<file path="src/design/vera_bus_pkg.sv">
package vera_bus_pkg;

    ////////////////////////////////////////////////////////////
    // Register bus
    ////////////////////////////////////////////////////////////

    // Host byte address, covers 00000-7FFFF
    typedef logic [18:0] regbus_addr_t;
    typedef logic [7:0]  reg_data_t;

    typedef struct packed {
        regbus_addr_t addr;
        reg_data_t    wrdata;
        logic         strobe;
        logic         write;
    } regbus_req_t;

    ////////////////////////////////////////////////////////////
    // Memory bus
    ////////////////////////////////////////////////////////////

    // Byte address on the shared 32-bit bus
    typedef logic [17:0] mem_addr_t;
    typedef logic [31:0] mem_word_t;
    typedef logic [3:0]  byte_sel_t;

    typedef struct packed {
        mem_addr_t addr;
        logic      strobe;
        logic      write;
    } mem_req_t;

    // Decoded regions of the register-bus memory map
    typedef enum logic [1:0] {
        REGION_NONE    = 2'd0,
        REGION_MAINRAM = 2'd1,
        REGION_PALETTE = 2'd2
    } region_t;

endpackage

</file>
<file path="src/design/regbus_decoder.sv">
`timescale 1ns/1ps

module regbus_decoder (
    input  logic                      clk,
    input  logic                      reset,

    input  vera_bus_pkg::regbus_req_t regbus_req_i,

    // Memory bus side
    output vera_bus_pkg::mem_req_t    mem_req_o,
    input  vera_bus_pkg::mem_word_t   mem_rddata_i,

    // Palette side
    output logic                      pal_wr_o,
    output logic [8:0]                pal_addr_o,
    output vera_bus_pkg::reg_data_t   pal_wrdata_o,
    input  vera_bus_pkg::reg_data_t   pal_rddata_i,

    output vera_bus_pkg::reg_data_t   rddata_o
);

    import vera_bus_pkg::*;

    region_t    region;
    region_t    region_r;
    logic [1:0] lane_r;

    ////////////////////////////////////////////////////////////
    // Address decode
    ////////////////////////////////////////////////////////////

    // 00000-1FFFF main RAM, 40200-403FF palette, rest reads zero
    always_comb begin
        region = REGION_NONE;
        if (regbus_req_i.addr[18:17] == 2'b00) begin
            region = REGION_MAINRAM;
        end else if (regbus_req_i.addr[18] && regbus_req_i.addr[17:9] == 9'd1) begin
            region = REGION_PALETTE;
        end
    end

    // Main RAM accesses go out on the memory bus
    assign mem_req_o.addr   = regbus_req_i.addr[17:0];
    assign mem_req_o.write  = regbus_req_i.write;
    assign mem_req_o.strobe = regbus_req_i.strobe && (region == REGION_MAINRAM);

    // Palette reads need no strobe, the readback port follows the address
    assign pal_addr_o   = regbus_req_i.addr[8:0];
    assign pal_wrdata_o = regbus_req_i.wrdata;
    assign pal_wr_o     = regbus_req_i.strobe && regbus_req_i.write &&
                          (region == REGION_PALETTE);

    ////////////////////////////////////////////////////////////
    // Read data, one cycle after the strobe
    ////////////////////////////////////////////////////////////

    always_ff @(posedge clk or posedge reset) begin
        if (reset) begin
            region_r <= REGION_NONE;
        end else begin
            region_r <= regbus_req_i.strobe ? region : REGION_NONE;
        end
    end

    always_ff @(posedge clk) begin
        lane_r <= regbus_req_i.addr[1:0];
    end

    always_comb begin
        case (region_r)
            REGION_MAINRAM: rddata_o = mem_rddata_i[lane_r*8 +: 8];
            REGION_PALETTE: rddata_o = pal_rddata_i;
            default:        rddata_o = '0;
        endcase
    end

    // One host access reaches at most one target
    assert property (@(posedge clk) disable iff (reset)
        !(mem_req_o.strobe && pal_wr_o));

endmodule

</file>
<file path="config.mk">
export PLATFORM = sky130hd
export DESIGN_NAME = regbus_decoder
export DESIGN_NICKNAME = d
export VERILOG_FILES = /design/src/design/vera_bus_pkg.sv /design/src/design/regbus_decoder.sv
export SDC_FILE = /design/constraint.sdc
export NUM_CORES = 1
export LEC_CHECK = 0
export BUFFER_PORTS_ARGS = -buffer_cell sky130_fd_sc_hd__buf_2
export CAP_MARGIN = 40
export CORE_MARGIN = 2
export CORE_UTILIZATION = 30
export CTS_BUF_LIST = sky130_fd_sc_hd__clkbuf_8
export CTS_CLUSTER_DIAMETER = 200
export DETAILED_ROUTE_END_ITERATION = 8
export GPL_TIMING_DRIVEN = 0
export PLACE_DENSITY = 0.88
export SYNTH_ARGS = -nofsm -noshare
export SYNTH_HDL_FRONTEND = slang
export SYNTH_SLANG_ARGS = --single-unit
</file>
<file path="constraint.sdc">
create_clock -name clk -period 2.3 [get_ports clk]
set_input_delay 0.69 -clock clk [delete_from_list [all_inputs] [get_ports clk]]
set_output_delay 0.69 -clock clk [all_outputs]
set_load 0.02 [all_outputs]
</file>
After elaboration in Yosys (flattened, before gate mapping) --
Cells that the tools add are included.
Storage, ports and cells: bits in registers 4, bits of input ports 71, output and inout bits 46, logic and storage cells 17
Cells by class: equal/unequal tests 5, shift-type cells 1, mux-type cells 4, reductions and logical operators 5
Operators with widths (number):
- indexed part select 32 x 6 -> 8 bit | 1
- case mux 8 bit (2 select lines) | 1
- == test 9 x 1 -> 1 bit, second input constant | 1
- 2-to-1 mux 2 bit | 3
- == test 2 x 1 -> 1 bit, second input constant | 2
- == test 2 bit, second input constant | 2
- logical AND 1 bit | 4
- logical NOT 2 bit | 1

Longest topological paths before layout --
Gate-level depths: netlist of run 1.
word-level depth 6, depth in mapped cells 6

Worst setup path before layout of run 1 --
No wires, ideal clock.
kind input -> output, start input regbus_req_i[21] (netlist bit), end output pal_wr_o, arrival 1.804 ns, required time 1.610 ns, path slack -0.194 ns, stages on the path 3, path buffers 0, cell sequence nor4_1 nand2_1 nor4b_1
On the way: longest elaborated chain between the ends 6
RTL lines:
- start, declared | RTL line regbus_decoder.sv:7 | input vera_bus_pkg::regbus_req_t regbus_req_i,
- == test 9 x 1 -> 1 bit | RTL line regbus_decoder.sv:37 | end else if (regbus_req_i.addr[18] && regbus_req_i.addr[17:9] == 9'd1) begin
- logical AND 1 bit | RTL line regbus_decoder.sv:37
- 2-to-1 mux 2 bit | RTL line regbus_decoder.sv:37
- 2-to-1 mux 2 bit | RTL line regbus_decoder.sv:35 | if (regbus_req_i.addr[18:17] == 2'b00) begin
- == test 2 bit | RTL line regbus_decoder.sv:51 | (region == REGION_PALETTE);
- logical AND 1 bit | RTL line regbus_decoder.sv:50 | assign pal_wr_o = regbus_req_i.strobe && regbus_req_i.write &&
- end, declared | RTL line regbus_decoder.sv:14 | output logic pal_wr_o,
Every way passes these cells.

Final worst setup path of run 1 --
start register region_r[1], end output rddata_o[7]
On the way: longest elaborated chain between the ends 2, elaborated cells between the ends (all ways) 3, those cells by class 2 x eq/ne; 1 x mux
RTL lines:
- start, declared | RTL line regbus_decoder.sv:25 | region_t region_r;
- start signal, assigned | RTL line regbus_decoder.sv:61 | region_r <= regbus_req_i.strobe ? region : REGION_NONE;
- == test 2 bit or == test 2 x 1 -> 1 bit (tied branches) | RTL line regbus_decoder.sv:70 | case (region_r)
- case mux 8 bit (2 select lines) * | RTL line regbus_decoder.sv:70
- end, declared | RTL line regbus_decoder.sv:19 | output vera_bus_pkg::reg_data_t rddata_o
Every way passes the cells marked *; elsewhere a longest branch is shown, timed or not.

==> results.ini, run 1 <==
[outcome]
status = finished with violations
failed_checks = negative setup slack

[pwr]
ir_drop_mv = 0.333
leakagePower_nw = 0.961
power_density_mw_per_mm2 = 287
finalPower_uw = 456

[synthesis]
synth_cell_types = 20
synth_top_area_share_pct = 35.4
yosysWarnings = 0
synth_most_common_cell = buf_4
ys_top_cells_by_area = buf_4 35%, mux2i_1 20%, a21o_1 7.6%, dfrtp_1 6.4%, o22ai_1 6.4%
synth_nets = 165
synth-main-ff-cell = dfxtp_1
synthArstFlopShare_pct = 50.0
yosys.area.top_type = buf_4
postSynthCellCount = 92
netlist_area_um2 = 786
synth_area_per_cell_um2 = 8.54
synth_edf_count = 0
yosysSeqAreaShare_pct = 11.5
synth_seq_cells = 4
synthTopCellsByCount = 37 x buf_4, 16 x mux2i_1, 8 x a21o_1, 8 x o22ai_1, 3 x inv_1

[clocking]
cts_tree = yes
cts-htree-levels = 1
clockBufferDepth = 2
holdBufCountCts = 0
cts_buffers = 3
clk_pin_slew_ns = 0.03
cts_root_buf = clkbuf_8
cts_sinks = 4

[timing]
max_freq_ghz = 0.411
setup_viol = 8
min_period_ns = 2.43
final.period_utilization_pct = 106
tightest_slew_ns = 0.275
setup_ws_ns = -0.134
timing_hold_violations_final = 0
rsz0062_at_grt = yes
max_slew_margin_pct = 81.1
tns_ns = -0.963
drv_slew = 0

[cells_and_area]
area_delta_synth_final_pct = 102
drive_above_1_share_pct = 81.9
nFillCells = 224
nets = 274
fin_util_pct = 64.0
diodes = 0

[floorplanning]
die_y_um = 55.2
core_area_mm2 = 0.00248
std_cell_rows = 18
dieArea_mm2 = 0.00304
die_w_um = 55.2
initial_core_util_pct = 31.7
ios = 117

[routing]
avgRoutedWirePerCell_um = 12.0
drc_errors = 0
vias = 1037
dr.pass1.iters = 4
vias_per_cell = 4.53
drtAntennaViolNets = 0
wl_um = 2750
drt_iter0_markers = 4

[setup_path]
cp-start-kind = register
crit_path_max_fanout = 8
cp.arrival_ns = 1.74
crit_type = reg2out
end_kind = output port
required_ns = 1.61

[grt]
antenna_found_initial = 0
gr-usage-all-layers_pct = 15.7
overflow = 0
grt_max_degree = 11
grt_pass1_vias = 849
grt_pass1_wl_um = 3350

[worst_hold_path]
hp-class = in2async

[place]
portBuffers = 101
place_ws_ns = -0.105
gp_congestion = 0.704
dp_hpwl_um = 2180

[job]
max_cap_violations = 0

worst max path at each step:
| stage | start | end | depth (start not counted) |
|---|---|---|---|
| 2_1_floorplan | regbus_req_i[21] | pal_wr_o | 3 |
| 3_3_place_gp | regbus_req_i[21] | pal_wr_o | 5 |
| 3_5_place_dp | regbus_req_i[21] | pal_wr_o | 5 |
| 4_1_cts | region_r[1]$_DFF_PP0_ | rddata_o[1] | 6 |
| 5_1_grt | region_r[1]$_DFF_PP0_ | rddata_o[7] | 6 |
| 6_report | region_r[1]$_DFF_PP0_ | rddata_o[7] | 6 |
worst max-delay path, stage by stage, from the launching register on:
cell	delay [ns]
dfrtp_1	0.40
ha_4	0.25
or3b_1	0.38
buf_6	0.16
o22ai_4	0.10
a21o_1	0.12
buf_6	0.11
state kept, by name, summed over array words and instances (netlist names):
signal and cells:
region_r 2, lane_r 2
final cells by class:
type | instances | area [um2] | area share [%]
Buffer | 40 | 305 | 19.2
Clock buffer | 3 | 41.3 | 2.60
Inverter | 3 | 11.3 | 0.710
Multi-Input combinational cell | 45 | 502 | 31.6
Sequential cell | 4 | 90.1 | 5.68
Tap cell | 30 | 37.5 | 2.37
Timing Repair Buffer | 104 | 599 | 37.8
where the power goes:
group	switching, mW	internal (mW)	total [mW]
registers	0.00146	0.0730	0.0744
logic	0.108	0.125	0.233
clock network	0.0367	0.112	0.148
total	0.146	0.309	0.456
metal layers:
layer  up-vias  global-route usage [%]  share of wire, %
li1        501                       -                 -
met3         4                    2.15               9.8
met1       468                    15.5                33
met4         0                    7.32               1.1
met5         -                       0                 0
met2        64                    31.5                56
cell usage in the layout (no fill, tap or decap), types with 2 or more instances in the layout:
master | synthesis | routed
buf_2 | 0 | 89
buf_4 | 37 | 41
mux2i_1 | 16 | 16
buf_6 | 2 | 13
a21o_1 | 8 | 8
o22ai_2 | 0 | 6
clkbuf_8 | 0 | 3
inv_1 | 3 | 2
o22ai_4 | 0 | 2
nor3b_1 | 2 | 2
ha_4 | 0 | 2
dfxtp_1 | 2 | 2
dfrtp_1 | 2 | 2
through the flow:
stage,cells,area [um2],hold WS (ns)
finish,229,1590,0.315
detailed placement,223,1340,0.546
global placement,223,1340,0.538
CTS,228,1500,0.317
global route,229,1590,0.321
floorplan,92,792,0.431
cells by family after synthesis:
| family | Yosys count | synth area share [%] |
|---|---|---|
| buf+inv | 43 | 40.3 |
| compound gates | 16 | 14.0 |
| mux | 16 | 20.4 |
| simple gates | 11 | 10.7 |
| flops | 4 | 11.5 |
| fa+ha+maj | 2 | 3.18 |
repair_timing:
action                     4_1_cts  5_1_grt
buffers inserted                 2        1
pin swaps                        6        5
setup endpoints to repair        9        9
resized for setup               25       14
(Power assumes the default switching activity.)
==> inputs of run 2 (changes only) <==
Clock period 2.3 ns to 2.37 ns, I/O delays scaled along.
==> run 2 against run 1 <==
  * The run still ends with negative setup slack left
  * Power decreased by 3.0%
  * Final cell count stayed put
  * Sequential share of layout area is the same
  * Clock-buffer cell count unchanged
  * Critical path type unchanged
  * Largest cell class unchanged
  * Highest routed layer unchanged
==> results.ini, run 2 (synthesis gave the netlist of run 1 again) <==
[pwr]
switching_share_pct = 32.0  ; -0.057 points
finalPower_uw = 442  ; -3.0%
pwr-share-seq_pct = 16.4  ; about the same
leakagePower_nw = 0.961  ; about the same
clockPowerShare_pct = 32.5  ; about the same
ir_drop_mv = 0.326  ; -2.1%
p_int_uw = 300  ; -2.9%
power_density_mw_per_mm2 = 279  ; -3.0%
combPwrFrac_pct = 51.1  ; about the same
p_sw_uw = 141  ; -3.2%

[setup_path]
crit_path_end = rddata_o[7]
end_kind = output port
cp.arrival_ns = 1.74  ; about the same
crit_path_max_fanout = 8  ; unchanged
crit_type = reg2out
crit_start = region_r[1]$_DFF_PP0_
required_ns = 1.66  ; +0.05 ns
cp-start-kind = register

[grt]
use_met3_pct = 1.88  ; -0.27 points
overflow = 0  ; unchanged
grt_pass1_vias = 828  ; -2.5%
gr-usage-all-layers_pct = 15.2  ; -0.50 points
globalRoute.busiestLayer = met2
antenna_found_initial = 0  ; unchanged
grt_max_degree = 11  ; unchanged
grt_util_met2_pct = 30.4  ; -1.2 points
grt_pass1_wl_um = 3240  ; -3.3%
use_met1_pct = 15.2  ; -0.32 points

[timing]
min_period_ns = 2.45
max_slew_margin_pct = 81.1  ; unchanged
timing_hold_violations_final = 0  ; unchanged
final.period_utilization_pct = 104
tightest_slew_ns = 0.275  ; unchanged
setup_ws_ns = -0.0844  ; +0.0491 ns
drv_slew = 0  ; unchanged
rsz0062_at_grt = yes
setup_viol = 8  ; unchanged
max_freq_ghz = 0.407

[floorplanning]
ios = 117  ; unchanged
initial_core_util_pct = 31.7  ; unchanged
std_cell_rows = 18  ; unchanged
die_w_um = 55.2  ; unchanged
dieArea_mm2 = 0.00304  ; unchanged
core_area_mm2 = 0.00248  ; unchanged
die_y_um = 55.2  ; unchanged

[cells_and_area]
stdcell_count = 229  ; unchanged
top_regs = lane_r x2, region_r x2
final_common_cell = buf_2
area_delta_synth_final_pct = 102  ; unchanged
final_cell_mix = 89 x buf_2, 41 x buf_4, 16 x mux2i_1
drive_above_1_share_pct = 81.9  ; unchanged
diodes = 0  ; unchanged
nets = 274  ; unchanged

[routing]
vias = 1036  ; -0.096%
drc_errors = 0  ; unchanged
drt_iter0_markers = 4  ; unchanged
drtAntennaViolNets = 0  ; unchanged
wl_um = 2720  ; -0.84%
avgRoutedWirePerCell_um = 11.9  ; -0.84%
vias_per_cell = 4.52  ; about the same
dr.pass1.iters = 4  ; unchanged

[clocking]
cts_root_buf = clkbuf_8
clk_pin_slew_ns = 0.03  ; about the same
clockBufferDepth = 2  ; unchanged
cts-htree-levels = 1  ; unchanged
cts_buffers = 3  ; unchanged
holdBufCountCts = 0  ; unchanged
cts_tree = yes
cts_sinks = 4  ; unchanged

[place]
gp_congestion = 0.704  ; unchanged
dp_hpwl_um = 2180  ; unchanged
portBuffers = 101  ; unchanged
dpl.cell_count = 223  ; unchanged

[worst_hold_path]
hp-class = in2async

[job]
max_cap_violations = 0  ; unchanged

[outcome]
status = finished with violations
failed_checks = negative setup slack

==> run 2: cell type report <==
class	instances	area, um2
clock buffer	3	41.3
fill	225	891
timing repair buffer	104	599
multi-input combinational	45	502
sequential	4	90.1
tap	30	37.5
inverter	3	11.3
buffer	40	305
==> run 2: worst min-delay path by stage <==
stage / end / startpoint / slack [ns]
2_1_floorplan: region_r[0]$_DFF_PP0_ / reset / 0.45
3_3_place_gp: region_r[1]$_DFF_PP0_ / reset / 0.56
3_5_place_dp: region_r[1]$_DFF_PP0_ / reset / 0.57
4_1_cts: region_r[1]$_DFF_PP0_ / reset / 0.34
5_1_grt: region_r[1]$_DFF_PP0_ / reset / 0.34
6_report: region_r[0]$_DFF_PP0_ / reset / 0.34
==> run 2: stage by stage <==
stage                     util (%)  area [um2]  setup slack, ns  hold slack, ns  TNS [ns]
final                         64.0        1590          -0.0844           0.336    -0.569
after global routing          64.0        1590           -0.150           0.342     -1.10
after CTS                     59.8        1480           -0.110           0.338    -0.748
after detailed placement      53.9        1340          -0.0766           0.567   -0.0766
after global placement        53.9        1340          -0.0675           0.559   -0.0675
after floorplan                  -         792           0.0925           0.452         0
==> run 2: what timing repair did <==
action,in CTS,in global routing
gates resized for setup,22,18
endpoints found under the hold margin,0,0
endpoints found under the setup margin,9,9
pin swaps,5,5
gates cloned,0,0
buffers inserted,2,1
==> run 2: power by group through the flow <==
stage | registers, mW | logic (mW) | clock network, mW
after floorplan | 0.0725 | 0.125 | 0
after global placement | 0.0726 | 0.203 | 0
after CTS | 0.0722 | 0.214 | 0.147
final | 0.0723 | 0.226 | 0.144
after detailed placement | 0.0727 | 0.207 | 0
after global routing | 0.0725 | 0.243 | 0.152
==> run 2: layer usage <==
metal | share of wire, % | vias to the layer above | wire length, um
li1 | - | 501 | -
met1 | 34 | 467 | 921
met2 | 55 | 64 | 1510
met3 | 9.5 | 4 | 258
met4 | 1.1 | 0 | 31
met5 | 0 | - | 0
==> run 2: critical path, cell delays in order (launching register included) <==
cell and delay (ns):
dfrtp_1 0.40, ha_4 0.25, or3b_1 0.38, buf_6 0.16, o22ai_4 0.10, a21o_1 0.12
buf_6 0.11
==> inputs of run 3 (changes only) <==
Settings changed: BUFFER_PORTS_ARGS -buffer_cell sky130_fd_sc_hd__buf_2 to -buffer_cell sky130_fd_sc_hd__buf_4.
==> run 3 against run 2 <==
  * The run still ends with negative setup slack left
  * Clock power barely moved
  * First-iteration DRC count fell by 75%
  * Sequential power barely moved
  * Utilization rose by 8.4 points
  * Final area rose by 13%
  * Combinational power rose by 19%
  * Sequential share of layout area fell by 0.66 points
  * Setup slack improved by 0.0055 ns
  * Power rose by 9.2%
  * Non-clock buffer count did not move
  * Maximum frequency rose by 0.23%
  * Worst hold slack improved by 0.014 ns
  * Highest routed layer unchanged
==> results.ini, run 3 (synthesis gave the netlist of run 1 again) <==
[outcome]
status = finished with violations
failed_checks = negative setup slack

[grt]
overflow = 0  ; unchanged
globalRoute.busiestLayer = met2
grt_pass1_wl_um = 3990  ; +23%
use_met1_pct = 16.6  ; +1.4 points
grt_util_met2_pct = 39.1  ; +8.7 points
antenna_found_initial = 0  ; unchanged
gr-usage-all-layers_pct = 18.5  ; +3.3 points
use_met3_pct = 5.11  ; +3.2 points
grt_pass1_vias = 987  ; +19%
grt_max_degree = 11  ; unchanged

[routing]
wl_um = 2930  ; +7.7%
drc_errors = 0  ; unchanged
drtAntennaViolNets = 0  ; unchanged
vias_per_cell = 4.47  ; -1.3%
dr.pass1.iters = 3  ; -1
drt_iter0_markers = 1  ; -3
vias = 1023  ; -1.3%
avgRoutedWirePerCell_um = 12.8  ; +7.7%

[setup_path]
cp.arrival_ns = 1.74  ; about the same
max_stage_delay_ns = 0.38  ; -0.02 ns
required_ns = 1.66  ; about the same
crit_top_cell = buf_6
cp-start-kind = register
crit_family = flip-flops
critPathSlowestCell = dfrtp_1
path_cells = inv_2, ha_4, or3b_1, buf_6, o22ai_2, a21o_1, buf_6
critPathBufInv = 3  ; +1
crit_path_max_fanout = 8  ; unchanged
crit_type = reg2out
end_kind = output port

[floorplanning]
core_area_mm2 = 0.00248  ; unchanged
std_cell_rows = 18  ; unchanged
die_w_um = 55.2  ; unchanged
dieArea_mm2 = 0.00304  ; unchanged
ios = 117  ; unchanged
die_y_um = 55.2  ; unchanged
initial_core_util_pct = 31.7  ; unchanged

[pwr]
ir_drop_mv = 0.366  ; +12%
power_density_mw_per_mm2 = 269  ; -3.5%
leakagePower_nw = 1.04  ; +7.9%

[cells_and_area]
nFillCells = 195  ; -13%
drive_above_1_share_pct = 81.9  ; unchanged
final_cell_mix = 131 x buf_4, 16 x mux2i_1, 12 x buf_6
final_common_cell = buf_4
final_area_mm2 = 0.00180  ; +13%
area_delta_synth_final_pct = 129
stdcell_count = 229  ; unchanged
seq_area_um2 = 90.1  ; unchanged
nets = 274  ; unchanged
diodes = 0  ; unchanged
fin_util_pct = 72.5  ; +8.4 points
multi_input_area_um2 = 492  ; -2.0%
top_regs = lane_r x2, region_r x2

[timing]
tns_ns = -0.589  ; -0.0199 ns
tightest_slew_ns = 0.252  ; -0.0232 ns
setup_viol = 9  ; +1
max_slew_margin_pct = 82.7  ; +1.6 points
drv_slew = 0  ; unchanged
min_period_ns = 2.45  ; -0.00551 ns
timing_hold_violations_final = 0  ; unchanged
rsz0062_at_grt = yes
final.period_utilization_pct = 103  ; -0.23 points
max_freq_ghz = 0.408  ; +0.23%
setup_ws_ns = -0.0789  ; +0.00551 ns

[clocking]
clk_pin_slew_ns = 0.03  ; about the same
cts_sinks = 4  ; unchanged
holdBufCountCts = 0  ; unchanged
cts_root_buf = clkbuf_8
clockBufferDepth = 2  ; unchanged
cts-htree-levels = 1  ; unchanged
cts_tree = yes
cts_buffers = 3  ; unchanged

[job]
max_cap_violations = 0  ; unchanged

[place]
portBuffers = 101  ; unchanged
gp_congestion = 0.686  ; -2.5%
dpl.cell_count = 223  ; unchanged
place_area_mm2 = 0.00159  ; +19%
dp_hpwl_um = 2330  ; +6.9%
place_ws_ns = -0.145  ; -0.0681 ns

[worst_hold_path]
hp-class = in2async

==> run 3: cell counts in the layout (fill, tap and decap cells not counted) <==
Identical to the previous run, type by type.
==> run 3: cell type report <==
cell class | instances | share of cell area, %
plain buffers | 40 | 17.0
clock buffers | 3 | 2.30
inverters | 3 | 0.627
multi-input cells | 45 | 27.4
flip-flops and latches | 4 | 5.02
well taps | 30 | 2.09
repair buffers | 104 | 45.6
==> run 3: how the worst max path moves through the flow <==
stage | from | endpoint | cells after the start
floorplan | regbus_req_i[21] | pal_wr_o | 3
global placement | regbus_req_i[21] | pal_wr_o | 5
detailed placement | regbus_req_i[21] | pal_wr_o | 5
CTS | region_r[1]$_DFF_PP0_ | rddata_o[2] | 6
global route | region_r[0]$_DFF_PP0_ | rddata_o[0] | 7
finish | region_r[0]$_DFF_PP0_ | rddata_o[2] | 7
==> run 3: what timing repair did <==
action | in CTS | in global routing
gates resized for setup | 19 | 8
endpoints found under the setup margin | 9 | 9
setup buffers | 2 | 1
pin swaps | 4 | 4
==> run 3: through the flow <==
stage	hold WS (ns)	power, mW
floorplan	0.452	0.198
global placement	0.570	0.321
detailed placement	0.580	0.327
CTS	0.352	0.483
global route	0.355	0.507
finish	0.350	0.482
==> run 3: where the power goes <==
group / internal (mW) / switching (mW)
registers: 0.0708 / 0.00158
clock network: 0.108 / 0.0332
logic: 0.162 / 0.107
==> run 3: per-layer routing <==
metal,wire [um],vias up
met5,0,-
met4,14,0
met3,274,2
met2,1740,64
met1,905,455
li1,-,502
